File: src/verilog/hdc_pkg.sv
package hdc_pkg;

    // --------------------------------------------------
    // xorshift32 generator
    // --------------------------------------------------

    // start state, also reloaded whenever gen is low
    localparam logic [31:0] XORSHIFT_SEED = 32'd2463534242;

    // shift amounts of one step: x ^= x << a, x ^= x >> b, x ^= x << c
    localparam int unsigned XORSHIFT_SHL_A = 13;
    localparam int unsigned XORSHIFT_SHR_B = 17;
    localparam int unsigned XORSHIFT_SHL_C = 5;

    // --------------------------------------------------
    // register map
    // --------------------------------------------------

    // word index taken from address bits 9..2
    localparam int REG_IDX_W = 8;

    // 0x00 ctrl, 0x04 item count, vector words from 0x08
    localparam logic [REG_IDX_W-1:0] REG_CTRL       = 8'd0;
    localparam logic [REG_IDX_W-1:0] REG_ITEM_COUNT = 8'd1;
    localparam logic [REG_IDX_W-1:0] REG_VEC_BASE   = 8'd2;

    // item counters, up to 1024 items
    localparam int ITEM_W = 10;

    // bresp / rresp
    localparam logic [1:0] AXI_RESP_OKAY = 2'b00;

    // --------------------------------------------------
    // strobes and levels between blocks
    // --------------------------------------------------

    // register write, one cycle
    typedef struct packed {
        logic                 valid;
        logic [REG_IDX_W-1:0] idx;
        logic [31:0]          data;
    } reg_wr_t;

    // register read, one cycle
    typedef struct packed {
        logic                 valid;
        logic [REG_IDX_W-1:0] idx;
    } reg_rd_t;

    // control level to the generator
    typedef struct packed {
        logic              gen;
        logic [ITEM_W-1:0] item_count;
    } gen_ctrl_t;

endpackage

File: src/verilog/axil_slave.sv
`timescale 1ns/1ns

module axil_slave (
    input  logic             AXIS_ACLK,
    input  logic             S_AXI_ARESETN,
    input  logic [31:0]      s_axi_awaddr,
    input  logic             s_axi_awvalid,
    output logic             s_axi_awready,
    input  logic [31:0]      s_axi_wdata,
    input  logic             s_axi_wvalid,
    output logic             s_axi_wready,
    output logic             s_axi_bvalid,
    input  logic             s_axi_bready,
    input  logic [31:0]      s_axi_araddr,
    input  logic             s_axi_arvalid,
    output logic             s_axi_arready,
    output logic             s_axi_rvalid,
    input  logic             s_axi_rready,
    output hdc_pkg::reg_wr_t wr,
    output hdc_pkg::reg_rd_t rd
);
    import hdc_pkg::*;

    typedef enum logic [2:0] {
        ST_IDLE,
        ST_AW,
        ST_W,
        ST_BRESP,
        ST_RWAIT,
        ST_RRESP
    } state_t;

    state_t               state;
    logic                 resp_first;
    logic [REG_IDX_W+1:0] addr_q;
    logic [31:0]          data_q;
    logic                 in_window;

    // --------------------------------------------------
    // handshakes
    // --------------------------------------------------

    assign s_axi_awready = (state == ST_IDLE) | (state == ST_W);
    assign s_axi_wready  = (state == ST_IDLE) | (state == ST_AW);
    // writes win over a read offered in the same cycle
    assign s_axi_arready = (state == ST_IDLE) & ~s_axi_awvalid & ~s_axi_wvalid;
    assign s_axi_bvalid  = (state == ST_BRESP);
    assign s_axi_rvalid  = (state == ST_RRESP);

    always_ff @(posedge AXIS_ACLK) begin
        if (!S_AXI_ARESETN) begin
            state      <= ST_IDLE;
            resp_first <= 1'b0;
        end else begin
            resp_first <= 1'b0;
            case (state)
                ST_IDLE: begin
                    if (s_axi_awvalid && s_axi_wvalid) begin
                        state      <= ST_BRESP;
                        resp_first <= 1'b1;
                    end else if (s_axi_awvalid) begin
                        state <= ST_AW;
                    end else if (s_axi_wvalid) begin
                        state <= ST_W;
                    end else if (s_axi_arvalid) begin
                        state <= ST_RWAIT;
                    end
                end
                ST_AW: begin
                    if (s_axi_wvalid) begin
                        state      <= ST_BRESP;
                        resp_first <= 1'b1;
                    end
                end
                ST_W: begin
                    if (s_axi_awvalid) begin
                        state      <= ST_BRESP;
                        resp_first <= 1'b1;
                    end
                end
                ST_BRESP: begin
                    if (s_axi_bready) begin
                        state <= ST_IDLE;
                    end
                end
                // register file samples the read here
                ST_RWAIT: begin
                    state <= ST_RRESP;
                end
                ST_RRESP: begin
                    if (s_axi_rready) begin
                        state <= ST_IDLE;
                    end
                end
                default: begin
                    state <= ST_IDLE;
                end
            endcase
        end
    end

    // address bits 11..2 of either channel, write data
    always_ff @(posedge AXIS_ACLK) begin
        if (s_axi_awvalid && s_axi_awready) begin
            addr_q <= s_axi_awaddr[11:2];
        end else if (s_axi_arvalid && s_axi_arready) begin
            addr_q <= s_axi_araddr[11:2];
        end
        if (s_axi_wvalid && s_axi_wready) begin
            data_q <= s_axi_wdata;
        end
    end

    // --------------------------------------------------
    // register strobes
    // --------------------------------------------------

    // bits 11..10 must be zero
    assign in_window = (addr_q[REG_IDX_W+1:REG_IDX_W] == 2'b00);

    always_comb begin
        wr.valid = resp_first & in_window;
        wr.idx   = addr_q[REG_IDX_W-1:0];
        wr.data  = data_q;
    end

    // outside the window the read lands on an unmapped index and returns zero
    always_comb begin
        rd.valid = (state == ST_RWAIT);
        rd.idx   = in_window ? addr_q[REG_IDX_W-1:0] : '1;
    end

endmodule

File: src/verilog/ctrl_regs.sv
`timescale 1ns/1ns

module ctrl_regs #(
    parameter int DIM = 32
) (
    input  logic               AXIS_ACLK,
    input  logic               S_AXI_ARESETN,
    input  hdc_pkg::reg_wr_t   wr,
    input  hdc_pkg::reg_rd_t   rd,
    input  logic               done,
    input  logic [DIM-1:0]     item_vec,
    output hdc_pkg::gen_ctrl_t ctrl,
    output logic [31:0]        rdata
);
    import hdc_pkg::*;

    localparam int WORDS = DIM / 32;

    logic                 gen;
    logic [ITEM_W-1:0]    item_count;
    logic [REG_IDX_W-1:0] vec_sel;
    logic [31:0]          rd_word;

    // --------------------------------------------------
    // write decode
    // --------------------------------------------------

    // a write to ctrl beats the auto-clear in the same cycle
    always_ff @(posedge AXIS_ACLK) begin
        if (!S_AXI_ARESETN) begin
            gen <= 1'b0;
        end else if (wr.valid && wr.idx == REG_CTRL) begin
            gen <= wr.data[0];
        end else if (done) begin
            gen <= 1'b0;
        end
    end

    always_ff @(posedge AXIS_ACLK) begin
        if (!S_AXI_ARESETN) begin
            item_count <= '0;
        end else if (wr.valid && wr.idx == REG_ITEM_COUNT) begin
            item_count <= wr.data[ITEM_W-1:0];
        end
    end

    always_comb begin
        ctrl.gen        = gen;
        ctrl.item_count = item_count;
    end

    // --------------------------------------------------
    // read mux
    // --------------------------------------------------

    assign vec_sel = rd.idx - REG_VEC_BASE;

    // unused bits and unmapped indices read zero
    always_comb begin
        rd_word = '0;
        if (rd.idx == REG_CTRL) begin
            rd_word[0] = gen;
        end else if (rd.idx == REG_ITEM_COUNT) begin
            rd_word[ITEM_W-1:0] = item_count;
        end else if (rd.idx >= REG_VEC_BASE && vec_sel < WORDS) begin
            rd_word = item_vec[32*vec_sel +: 32];
        end
    end

    // held through the read response
    always_ff @(posedge AXIS_ACLK) begin
        if (rd.valid) begin
            rdata <= rd_word;
        end
    end

endmodule

File: src/verilog/hdc_item_top.sv
`timescale 1ns/1ns

module hdc_item_top #(
    parameter int DIM = 32
) (
    input  logic        AXIS_ACLK,
    input  logic        S_AXI_ARESETN,
    input  logic [31:0] s_axi_awaddr,
    input  logic        s_axi_awvalid,
    output logic        s_axi_awready,
    input  logic [31:0] s_axi_wdata,
    input  logic        s_axi_wvalid,
    output logic        s_axi_wready,
    output logic        s_axi_bvalid,
    input  logic        s_axi_bready,
    output logic [1:0]  s_axi_bresp,
    input  logic [31:0] s_axi_araddr,
    input  logic        s_axi_arvalid,
    output logic        s_axi_arready,
    output logic        s_axi_rvalid,
    input  logic        s_axi_rready,
    output logic [31:0] s_axi_rdata,
    output logic [1:0]  s_axi_rresp
);
    import hdc_pkg::*;

    reg_wr_t        wr;
    reg_rd_t        rd;
    gen_ctrl_t      ctrl;
    logic           done;
    logic [DIM-1:0] item_vec;

    // every transfer completes with okay
    assign s_axi_bresp = AXI_RESP_OKAY;
    assign s_axi_rresp = AXI_RESP_OKAY;

    // --------------------------------------------------
    // bus slave -> register file -> generator
    // --------------------------------------------------

    axil_slave axil_slave_inst (
        .AXIS_ACLK     (AXIS_ACLK),
        .S_AXI_ARESETN (S_AXI_ARESETN),
        .s_axi_awaddr  (s_axi_awaddr),
        .s_axi_awvalid (s_axi_awvalid),
        .s_axi_awready (s_axi_awready),
        .s_axi_wdata   (s_axi_wdata),
        .s_axi_wvalid  (s_axi_wvalid),
        .s_axi_wready  (s_axi_wready),
        .s_axi_bvalid  (s_axi_bvalid),
        .s_axi_bready  (s_axi_bready),
        .s_axi_araddr  (s_axi_araddr),
        .s_axi_arvalid (s_axi_arvalid),
        .s_axi_arready (s_axi_arready),
        .s_axi_rvalid  (s_axi_rvalid),
        .s_axi_rready  (s_axi_rready),
        .wr            (wr),
        .rd            (rd)
    );

    ctrl_regs #(
        .DIM (DIM)
    ) ctrl_regs_inst (
        .AXIS_ACLK     (AXIS_ACLK),
        .S_AXI_ARESETN (S_AXI_ARESETN),
        .wr            (wr),
        .rd            (rd),
        .done          (done),
        .item_vec      (item_vec),
        .ctrl          (ctrl),
        .rdata         (s_axi_rdata)
    );

    item_vector_gen #(
        .DIM (DIM)
    ) item_vector_gen_inst (
        .AXIS_ACLK     (AXIS_ACLK),
        .S_AXI_ARESETN (S_AXI_ARESETN),
        .ctrl          (ctrl),
        .done          (done),
        .item_vec      (item_vec)
    );

endmodule

File: src/verilog/item_vector_gen.sv
`timescale 1ns/1ns

module item_vector_gen #(
    parameter int DIM = 32
) (
    input  logic              AXIS_ACLK,
    input  logic              S_AXI_ARESETN,
    input  hdc_pkg::gen_ctrl_t ctrl,
    output logic              done,
    output logic [DIM-1:0]    item_vec
);
    import hdc_pkg::*;

    localparam int WORDS  = DIM / 32;
    localparam int WCNT_W = (WORDS > 1) ? $clog2(WORDS) : 1;

    logic [31:0]       rand_num;
    logic [WCNT_W-1:0] word_cnt;
    logic              last_word;
    logic              update_item;
    logic [ITEM_W-1:0] item_cnt;
    logic [DIM-1:0]    assembly;
    logic              hit;

    xorshift_prng prng_inst (
        .AXIS_ACLK (AXIS_ACLK),
        .gen       (ctrl.gen),
        .rand_num  (rand_num)
    );

    // --------------------------------------------------
    // word and item counters
    // --------------------------------------------------

    assign last_word = (word_cnt == WCNT_W'(WORDS - 1));

    // slot of the current generator word
    always_ff @(posedge AXIS_ACLK) begin
        if (!ctrl.gen || last_word) begin
            word_cnt <= '0;
        end else begin
            word_cnt <= word_cnt + 1'b1;
        end
    end

    // high in the cycle after the last word of an item
    always_ff @(posedge AXIS_ACLK) begin
        if (!ctrl.gen) begin
            update_item <= 1'b0;
        end else begin
            update_item <= last_word;
        end
    end

    // number of the item sitting complete in the assembly register
    always_ff @(posedge AXIS_ACLK) begin
        if (!ctrl.gen) begin
            item_cnt <= '0;
        end else if (update_item) begin
            item_cnt <= item_cnt + 1'b1;
        end
    end

    // --------------------------------------------------
    // assembly and capture
    // --------------------------------------------------

    // word k lands in bits 32k+31..32k
    always_ff @(posedge AXIS_ACLK) begin
        if (ctrl.gen) begin
            assembly[32*word_cnt +: 32] <= rand_num;
        end
    end

    // requested item complete
    assign hit  = ctrl.gen & update_item & (item_cnt == ctrl.item_count);
    assign done = hit;

    // last capture stays readable after gen drops
    always_ff @(posedge AXIS_ACLK) begin
        if (!S_AXI_ARESETN) begin
            item_vec <= '0;
        end else if (hit) begin
            item_vec <= assembly;
        end
    end

endmodule

File: src/verilog/xorshift_prng.sv
`timescale 1ns/1ns

module xorshift_prng (
    input  logic        AXIS_ACLK,
    input  logic        gen,
    output logic [31:0] rand_num
);
    import hdc_pkg::*;

    logic [31:0] state;
    logic [31:0] state_next;

    // one xorshift32 step
    always_comb begin
        logic [31:0] x;
        x = state;
        x = x ^ (x << XORSHIFT_SHL_A);
        x = x ^ (x >> XORSHIFT_SHR_B);
        x = x ^ (x << XORSHIFT_SHL_C);
        state_next = x;
    end

    // held at the seed while idle, so every run restarts the sequence
    always_ff @(posedge AXIS_ACLK) begin
        if (!gen) begin
            state <= XORSHIFT_SEED;
        end else begin
            state <= state_next;
        end
    end

    assign rand_num = state;

endmodule
File: config.mk
export PLATFORM = sky130hd
export DESIGN_NAME = hdc_item_top
export DESIGN_NICKNAME = d
export VERILOG_FILES = /design/src/verilog/hdc_pkg.sv /design/src/verilog/axil_slave.sv /design/src/verilog/ctrl_regs.sv /design/src/verilog/hdc_item_top.sv /design/src/verilog/item_vector_gen.sv /design/src/verilog/xorshift_prng.sv
export SDC_FILE = /design/constraint.sdc
export NUM_CORES = 1
export LEC_CHECK = 0
export BUFFER_PORTS_ARGS = -buffer_cell sky130_fd_sc_hd__buf_4
export CAP_MARGIN = 0
export CORE_MARGIN = 1
export CORE_UTILIZATION = 49
export CTS_CLUSTER_DIAMETER = 120
export CTS_CLUSTER_SIZE = 20
export DETAILED_ROUTE_END_ITERATION = 12
export GPL_ROUTABILITY_DRIVEN = 0
export HOLD_SLACK_MARGIN = 0.02
export PLACE_DENSITY = 0.75
export SYNTH_ARGS = -nofsm -noshare
export SYNTH_HDL_FRONTEND = slang
export SYNTH_SLANG_ARGS = --single-unit
export TNS_END_PERCENT = 5
File: constraint.sdc
create_clock -name AXIS_ACLK -period 2.68 [get_ports AXIS_ACLK]
set_input_delay 0.134 -clock AXIS_ACLK [delete_from_list [all_inputs] [get_ports AXIS_ACLK]]
set_output_delay 0.134 -clock AXIS_ACLK [all_outputs]
set_load 0.02 [all_outputs]
* Yosys cells after proc, flatten, opt, wreduce, memory -nomap -nowiden *
Index checks and enable logic that the tools add are counted.

storage, ports and cells
  register bits after elaboration = 175
  input port bits = 103
  output and inout port bits = 41
  word-level logic and storage cells = 90

operators by class
  $add $sub $neg = 4
  magnitude comparators = 2
  eq/ne operators = 13
  shift operators = 3
  muxes and demuxes = 22
  bitwise gates (word level) = 14
  reductions and logical operators = 17

operators with widths
  cell                                                                                 number
  32-bit bitwise XOR                                                                   2
  10-bit two-way mux                                                                   4
  6-bit negator with 34-bit output                                                     1
  32-bit by 34-bit variable shift with 32-bit output, first input constant             1
  32-bit by 34-bit variable part select with 32-bit output                             1
  32-bit bitwise mux                                                                   1
  32-bit by 14-bit variable part select with 32-bit output                             1
  32-bit by 15-bit bitwise XOR with 32-bit output                                      1
  3-bit two-way mux                                                                    8
  3-bit case mux with 6 select lines                                                   1
  8-bit by 1-bit == test with 1-bit output, second input constant                      2
  8-bit zero test                                                                      2
  10-bit by 1-bit adder with 10-bit output, second input constant                      1
  10-bit == test                                                                       1
  8-bit by 2-bit greater-or-equal comparator with 1-bit output, second input constant  1
  8-bit by 1-bit less-than comparator with 1-bit output, second input constant         1
  8-bit two-way mux                                                                    1
  8-bit by 2-bit subtractor with 8-bit output, second input constant                   1
  1-bit logical AND                                                                    7
  3-bit by 2-bit == test with 1-bit output, second input constant                      2
  3-bit == test, second input constant                                                 2
  1-bit two-way mux                                                                    6
  1-bit AND                                                                            5
  5-bit != test, second input constant                                                 1
  14 further kinds                                                                     21

* Depth between registers and ports, before layout *
Gate-level depths: netlist (run 1).

  word-level depth = 8
  depth in mapped cells = 8
  mapped depth without buffers = 7

* Cells and area by module *
A second synthesis (run 1) with hierarchy kept.

second synthesis, totals
  cell total of the unflattened synthesis = 675
  area total of the unflattened synthesis = 8717.1 µm²

by module, submodules not included
  module           times used  cells each  area each (µm²)  seq. area each (µm²)
  item_vector_gen  1           290         3432.0           1841.8
  ctrl_regs        1           143         1821.7           1181.1
  axil_slave       1           104         1819.2           1341.3
  xorshift_prng    1           133         1610.3           640.6
  hdc_item_top     1           5           33.8             0.0

* Worst setup path after synthesis (run 1) *
No wires, ideal clock.

  path kind = reg-to-reg
  from = register ctrl_regs_inst.gen
  to = register item_vector_gen_inst.assembly[0] (enable)
  setup time = 0.421 ns
  arrival = 2.126 ns
  data required time = 2.259 ns
  slack = 0.133 ns
  cell stages (with the launch flop) = 4
  path buffers = 1
  period minus slack after synthesis = 2.547 ns
  cell sequence = dfxtp_1 clkinv_1 clkbuf_1 nor2_1

RTL lines
  item                            RTL line               text
  start: declaration              ctrl_regs.sv:19        logic gen;
  start signal: assignment        ctrl_regs.sv:33        gen <= wr.data[0];
  end signal: indexed assignment  item_vector_gen.sv:71  assembly[32*word_cnt +: 32] <= rand_num;
  end: declaration                item_vector_gen.sv:22  logic [DIM-1:0] assembly;

No word-level cell between the ends.

* Final worst setup path (run 1) *
  from = register axil_slave_inst.addr_q[8]
  to = register ctrl_regs_inst.rdata[0] (data pin)

on the way
  longest elaborated chain between the ends = 8
  elaborated cells between the ends (all ways) = 12
  those cells by class = add/sub (1); order compare (2); eq/ne (1); shift (1); mux (4); reduce/logical (3)

ends and longest elaborated chain
  item                                                   RTL line           text
  start: declaration                                     axil_slave.sv:35   logic [REG_IDX_W+1:0] addr_q;
  start signal: assignment                               axil_slave.sv:105  addr_q <= s_axi_awaddr[11:2];
  start signal: assignment                               axil_slave.sv:107  addr_q <= s_axi_araddr[11:2];
  2-bit zero test *                                      axil_slave.sv:119  assign in_window = (addr_q[REG_IDX_W+1:REG_IDX_W] == 2'b00);
  8-bit two-way mux *                                    axil_slave.sv:130  rd.idx = in_window ? addr_q[REG_IDX_W-1:0] : '1;
  8-bit by 2-bit subtractor with 8-bit output            ctrl_regs.sv:56    assign vec_sel = rd.idx - REG_VEC_BASE;
  8-bit by 1-bit less-than comparator with 1-bit output  ctrl_regs.sv:65    end else if (rd.idx >= REG_VEC_BASE && vec_sel < WORDS) begin
  1-bit logical AND                                      ctrl_regs.sv:65
  10-bit two-way mux                                     ctrl_regs.sv:65
  10-bit two-way mux                                     ctrl_regs.sv:63    end else if (rd.idx == REG_ITEM_COUNT) begin
  1-bit two-way mux *                                    ctrl_regs.sv:61    if (rd.idx == REG_CTRL) begin
  named net ctrl_regs_inst.rd_word[0]                    ctrl_regs.sv:22    logic [31:0] rd_word;
  end signal: assignment                                 ctrl_regs.sv:73    rdata <= rd_word;
  end: declaration                                       ctrl_regs.sv:13    output logic [31:0] rdata

The timed path passes the listed nets; every way through them passes the cells marked *.
A chain may end at the register's enable or synchronous reset.

==> impl_metrics.ini, run 1 <==
[sta]
slew_violations = 0
period_share = 0.888
rsz0062_at_grt = no
fin_tns_setup_ns = 0
timing.slew.headroom = 0.603
timing.final.crit_period_ns = 2.38
tightest_slew_ns = 0.596
max_freq_ghz = 0.420
clock_skew_ns = 0.00529
setup_viol = 0
finalHoldViolations = 0

[global_routing]
grt_pass1_wl_um = 21600
antenna_found_initial = 0
grt.overflow.total = 0
grtUsageTotal = 0.189
busiest_layer = met2
grt.met1_usage = 0.239
grt_max_degree = 66
grt_pass1_vias = 4489
met3_usage = 0.0325
met2_usage = 0.316

[routing]
post-route-drc-count = 0
vias = 4554
viasPerCell = 5.05
wirelength_um = 13200
wl_per_cell_um = 14.6
drt_iter0_markers = 266
firstDrtPassIters = 5
antenna_left = 0

[die]
core.rowCount = 43
die_w_um = 123
io_pins = 144
dieHeight_um = 123
dieArea_sq_um = 15100
coreArea_sq_um = 14000
start_util = 0.508

[synthesis]
synth_top_area_frac = 0.353
syn_area_sq_um = 7140
netlist_instances = 606
synth_ff_type = dfxtp_1
synth_cell_types = 41
synthTopCellsByCount = 91 x dfxtp_1, 90 x nand2_1, 84 x edfxtp_1, 48 x nor2_1, 45 x xnor2_1
async_flop_share = 0
netlist_top_cells_area = edfxtp_1 35%, dfxtp_1 26%, mux2i_1 6.2%, xnor2_1 5.5%, nand2_1 4.7%
ys_ff_latch = 175
netlist.top_cell.by_area = edfxtp_1
synth-seq-area-share = 0.609
yosys_warnings = 0
yosysMostFrequentCell = dfxtp_1
syn_avg_cell_area_sq_um = 11.8
synth_edf_count = 84

[final_layout]
area_growth_pct = 22.1
num_antenna_cells = 0
nFillCells = 1049
ff_latch_area_sq_um = 4340
nNetsFinal = 813
multi_input_area_sq_um = 2630
drive_gt1_frac = 0.204

[setup_path]
start_kind = flop
slowest_stage = edfxtp_1
cp-end-kind = flop
reg2reg_slack_ns = 0.30
required_ns = 2.92
worstPathArrival_ns = 2.61
cp_common_cell = nand2_1
crit_path_max_incr_delay_ns = 0.48
critPathMaxFanout = 32
path_class = flop to flop
path_cells = or3_1, inv_1, ha_1, nand2_1, nor4_4, buf_4, nand2_1, a22oi_1

[placement]
dpl.hpwl_um = 8630
port_buffers = 73

[cts]
cts.clk_slew.worst_paths_ns = 0.06
cts.sinks = 175
clockRootBuffer = clkbuf_16
cts_max_level = 4
numCtsBuffers = 17
clockBufferDepth = 2
post-cts-setup-buffers = 0
cts_tree = done
cts_resized = 0
clock_latency_ns = 0.42

[power_and_ir_drop]
power.density_nw_per_um2 = 632
p_total_mw = 5.51
p_leak_nw = 3.25
ir_worst_vdd_mv = 0.497

[run]
drv_cap = 0

[status]
status = completed

[worst_hold_path]
hold_class = input pin to flop
-- critical path: cells and delay by family, from the launching register on --
family	cells	cell delay (ns)
buffers and inverters	2	0.44
and+or+nand+nor	4	0.86
adders and majority gates	1	0.16
DFF	1	0.48
AOI/OAI and AO/OA	1	0.24
-- flip-flops by register name, indices dropped and copies added (netlist names) --
register,cells
ctrl_regs_inst.rdata,32
axil_slave_inst.data_q,10
item_vector_gen_inst.prng_inst.rand_num,32
axil_slave_inst.addr_q,10
axil_slave_inst.resp_first,1
item_vector_gen_inst.item_cnt,10
ctrl_regs_inst.item_count,10
item_vector_gen_inst.item_vec,32
ctrl_regs_inst.gen,1
axil_slave_inst.state,3
item_vector_gen_inst.update_item,1
item_vector_gen_inst.word_cnt,1
item_vector_gen_inst.assembly,32
-- power breakdown --
part | switching (mW) | internal, mW
Clock | 0.968 | 1.46
Combinational | 0.114 | 0.118
Sequential | 0.0230 | 2.83
-- path summary, 6_finish.rpt --
path	from	end	cells after the start
min	s_axi_awaddr[3]	axil_slave_inst.addr_q[1]$_DFFE_PP_	2
min reg2reg	item_vector_gen_inst.item_vec[21]$_SDFFE_PN0P_	item_vector_gen_inst.item_vec[21]$_SDFFE_PN0P_	2
max	axil_slave_inst.addr_q[8]$_DFFE_PP_	ctrl_regs_inst.rdata[0]$_DFFE_PP_	8
max reg2reg	axil_slave_inst.addr_q[8]$_DFFE_PP_	ctrl_regs_inst.rdata[0]$_DFFE_PP_	8
-- repair_timing --
action | 4_1_cts | 5_1_grt
endpoints found under the hold margin | 22 | 0
endpoints found under the setup margin | 0 | 0
hold buffers | 30 | 0
-- metrics by stage --
stage | instances | instance area [sq um] | worst slack [ns] | utilization | hold WS (ns)
floorplan | 610 | 7150 | 0.133 | - | 0.233
global placement | 839 | 7840 | 0.515 | 0.558 | 0.313
detailed placement | 839 | 7840 | 0.462 | 0.558 | 0.313
CTS | 901 | 8710 | 0.343 | 0.621 | 0.0237
global route | 901 | 8710 | 0.163 | 0.621 | 0.0398
finish | 901 | 8710 | 0.301 | 0.621 | 0.0351
-- cells by family (layout without fill, tap and decap cells) --
logic type                 count (synthesis)  after routing  synth area share
muxes                                     54             54            0.0775
and+or+nand+nor                          231            231             0.163
AOI/OAI and AO/OA                         27             27            0.0251
other                                      1              5          0.000525
xor gates and xnor gates                  78             78            0.0957
buffers and inverters                     38            149            0.0263
adders and majority gates                  2              2           0.00351
DFF                                      175            175             0.609
-- cells in the final DEF (no fill, tap or decap), types with 4 or more instances in the layout --
cell type and n:
buf_4 83, or3_1 6, nor2b_1 32, a21oi_1 6, xor2_1 33, nand4_1 6, nor2_1 46, conb_1 5
mux2_2 10, xnor2_1 45, nor3_1 6, o21ai_0 5, edfxtp_1 84, clkbuf_1 4, and2_1 10, a22oi_1 10
mux2i_1 44, dfxtp_1 91, clkbuf_16 17, dlygate4sd3_1 30, and2_2 20, nand2_1 90
-- per-layer routing --
layer / part of all wire / vias up
met5: 0 / -
li1: - / 2234
met2: 0.49 / 96
met4: 0.017 / 0
met3: 0.035 / 18
met1: 0.46 / 2206
-- layout make-up --
cell class	count	area share
clock inverter	11	0.0159
multi-input combinational	397	0.302
tap	180	0.0258
clock buffer	21	0.0505
sequential	175	0.498
timing repair buffer	113	0.106
inverter	4	0.00172
Note: power is estimated with default switching activity, not from simulation.
==> run 2, diff against run 1 <==
- clock period: 2.68 -> 2 ns (I/O delays scaled with it)
==> run 2 against run 1 <==
The flow now finishes with violations (setup timing). Highest routed layer unchanged. Utilization rose by 3.4 points. Cell area rose by 5.5%. Via count rose by 3.8%. Flip-flop and latch count did not move. Critical path depth rose by 1. Clock skew rose by 0.0027 ns. Power rose by 40%. Clock power rose by 44%. Final cell count rose by 2.9%. Sequential power rose by 34%. Fmax rose by 12%.
==> impl_metrics.ini, run 2 (synthesized netlist as in run 1, its figures left out) <==
[setup_path]
crit_family = simple AND/OR/NAND/NOR gates
slowest_stage = or3_4
worstPathArrival_ns = 2.39
start_kind = flop
crit_path_max_incr_delay_ns = 0.44
reg2reg_slack_ns = -0.13
required_ns = 2.27
path_buf_inv = 3
critPathMaxFanout = 5
cp_common_cell = nand2_4
cp-end-kind = flop
path_class = flop to flop
path_cells = or3_4, inv_4, ha_4, nand2_4, nor4_4, buf_6, buf_12, nand2_4, a22oi_2

[global_routing]
grtUsageTotal = 0.200
grt_max_degree = 65
grt_pass1_vias = 4724
grt_pass1_wl_um = 22600
antenna_found_initial = 0
grt.overflow.total = 0

[power_and_ir_drop]
power.density_nw_per_um2 = 839
ir_worst_vdd_mv = 0.574
p_total_mw = 7.71
p_leak_nw = 3.47

[routing]
drt_iter0_markers = 294
vias = 4729
viasPerCell = 5.10
wl_per_cell_um = 16.3
wirelength_um = 15100
firstDrtPassIters = 5
antenna_left = 0
post-route-drc-count = 0

[die]
core.rowCount = 43
die_w_um = 123
io_pins = 144
coreArea_sq_um = 14000
dieArea_sq_um = 15100
dieHeight_um = 123
start_util = 0.508

[placement]
place_area_sq_um = 7950
dpl.hpwl_um = 8780
post-place-ws_ns = 0.0166
port_buffers = 73
placed_cells = 850

[final_layout]
nFillCells = 977
final_core_util = 0.655
layout_commonest_cell = buf_4
layout_common_cells = 92 x buf_4, 90 x dfxtp_1, 88 x nand2_1
area_growth_pct = 28.8
nNetsFinal = 839
stdcell_area_sq_um = 9200
num_antenna_cells = 0
finalNonFillerCells = 927
drive_gt1_frac = 0.250

[cts]
clockBufferDepth = 2
clock_latency_ns = 0.43
cts_max_level = 4
cts_tree = done
numCtsBuffers = 17
clockRootBuffer = clkbuf_16
cts.clk_slew.worst_paths_ns = 0.06
cts.sinks = 175

[sta]
timing.final.crit_period_ns = 2.13
tightest_slew_ns = 0.602
setup_viol = 42
rsz0062_at_grt = yes
timing.slew.headroom = 0.599
slew_violations = 0
clock_skew_ns = 0.00802
period_share = 1.06
worst_slack_ns = -0.129
max_freq_ghz = 0.470
finalHoldViolations = 0

[run]
drv_cap = 0

[worst_hold_path]
hold_class = input pin to flop

[status]
violations = setup timing
status = finished with violations
[run 2: cell count changes in the layout (fill, tap and decap cells not counted), moves of 2 or more]
| cell | delta |
|---|---|
| buf_4 | +9 |
| a22oi_1 | -7 |
| a22oi_2 | +7 |
| buf_6 | +6 |
| dlygate4sd3_1 | +5 |
| buf_12 | +4 |
| bufinv_16 | +2 |
| nand2_1 | -2 |
| nand2_4 | +2 |
| nor3_1 | -2 |
| or3_1 | -2 |
| or3_4 | +2 |
[run 2: path summary, 6_finish.rpt]
check	startpoint	to	depth (start not counted)
setup / recovery	axil_slave_inst.addr_q[8]$_DFFE_PP_	ctrl_regs_inst.rdata[0]$_DFFE_PP_	9
hold / removal	s_axi_arvalid	axil_slave_inst.state[2]$_SDFFE_PN0P_	3
setup reg to reg	axil_slave_inst.addr_q[8]$_DFFE_PP_	ctrl_regs_inst.rdata[0]$_DFFE_PP_	9
hold reg to reg	item_vector_gen_inst.item_vec[12]$_SDFFE_PN0P_	item_vector_gen_inst.item_vec[12]$_SDFFE_PN0P_	2
[run 2: cell type report]
type	instances	area (sq um)	area share
multi-input combinational	397	2750	0.299
sequential	175	4350	0.473
clock inverter	12	191	0.0208
inverter	4	17.5	0.00190
tap	180	225	0.0245
clock buffer	20	437	0.0475
timing repair buffer	139	1230	0.134
[run 2: timing repair]
item,4_1_cts,5_1_grt
gates resized for setup,9,27
buffers inserted,0,9
hold buffers,35,0
endpoints found under the hold margin,24,0
pin swaps,1,9
cloned,1,1
endpoints found under the setup margin,38,43
[run 2: per-stage QoR]
stage | hold WS [ns] | TNS, ns
floorplan | 0.199 | 0
global placement | 0.279 | 0
detailed placement | 0.280 | 0
CTS | 0.0503 | -0.0165
global route | 0.0384 | -4.29
finish | 0.0575 | -2.35
[run 2: worst register-to-register path: stages (launching register included)]
cell	delay (ns)
edfxtp_1	0.43
or3_4	0.44
inv_4	0.08
ha_4	0.15
nand2_4	0.05
nor4_4	0.30
buf_6	0.18
buf_12	0.13
nand2_4	0.05
a22oi_2	0.17
[run 2: where the power goes]
group | switching, mW | internal (mW)
Combinational | 0.187 | 0.185
Sequential | 0.0358 | 3.79
Clock | 1.31 | 2.20
[run 2: metal layers]
layer,up-vias,global-route usage,part of all wire
met5,-,0,0
met4,0,0.107,0.028
met3,36,0.0321,0.037
met2,124,0.341,0.50
met1,2283,0.242,0.43
li1,2286,-,-
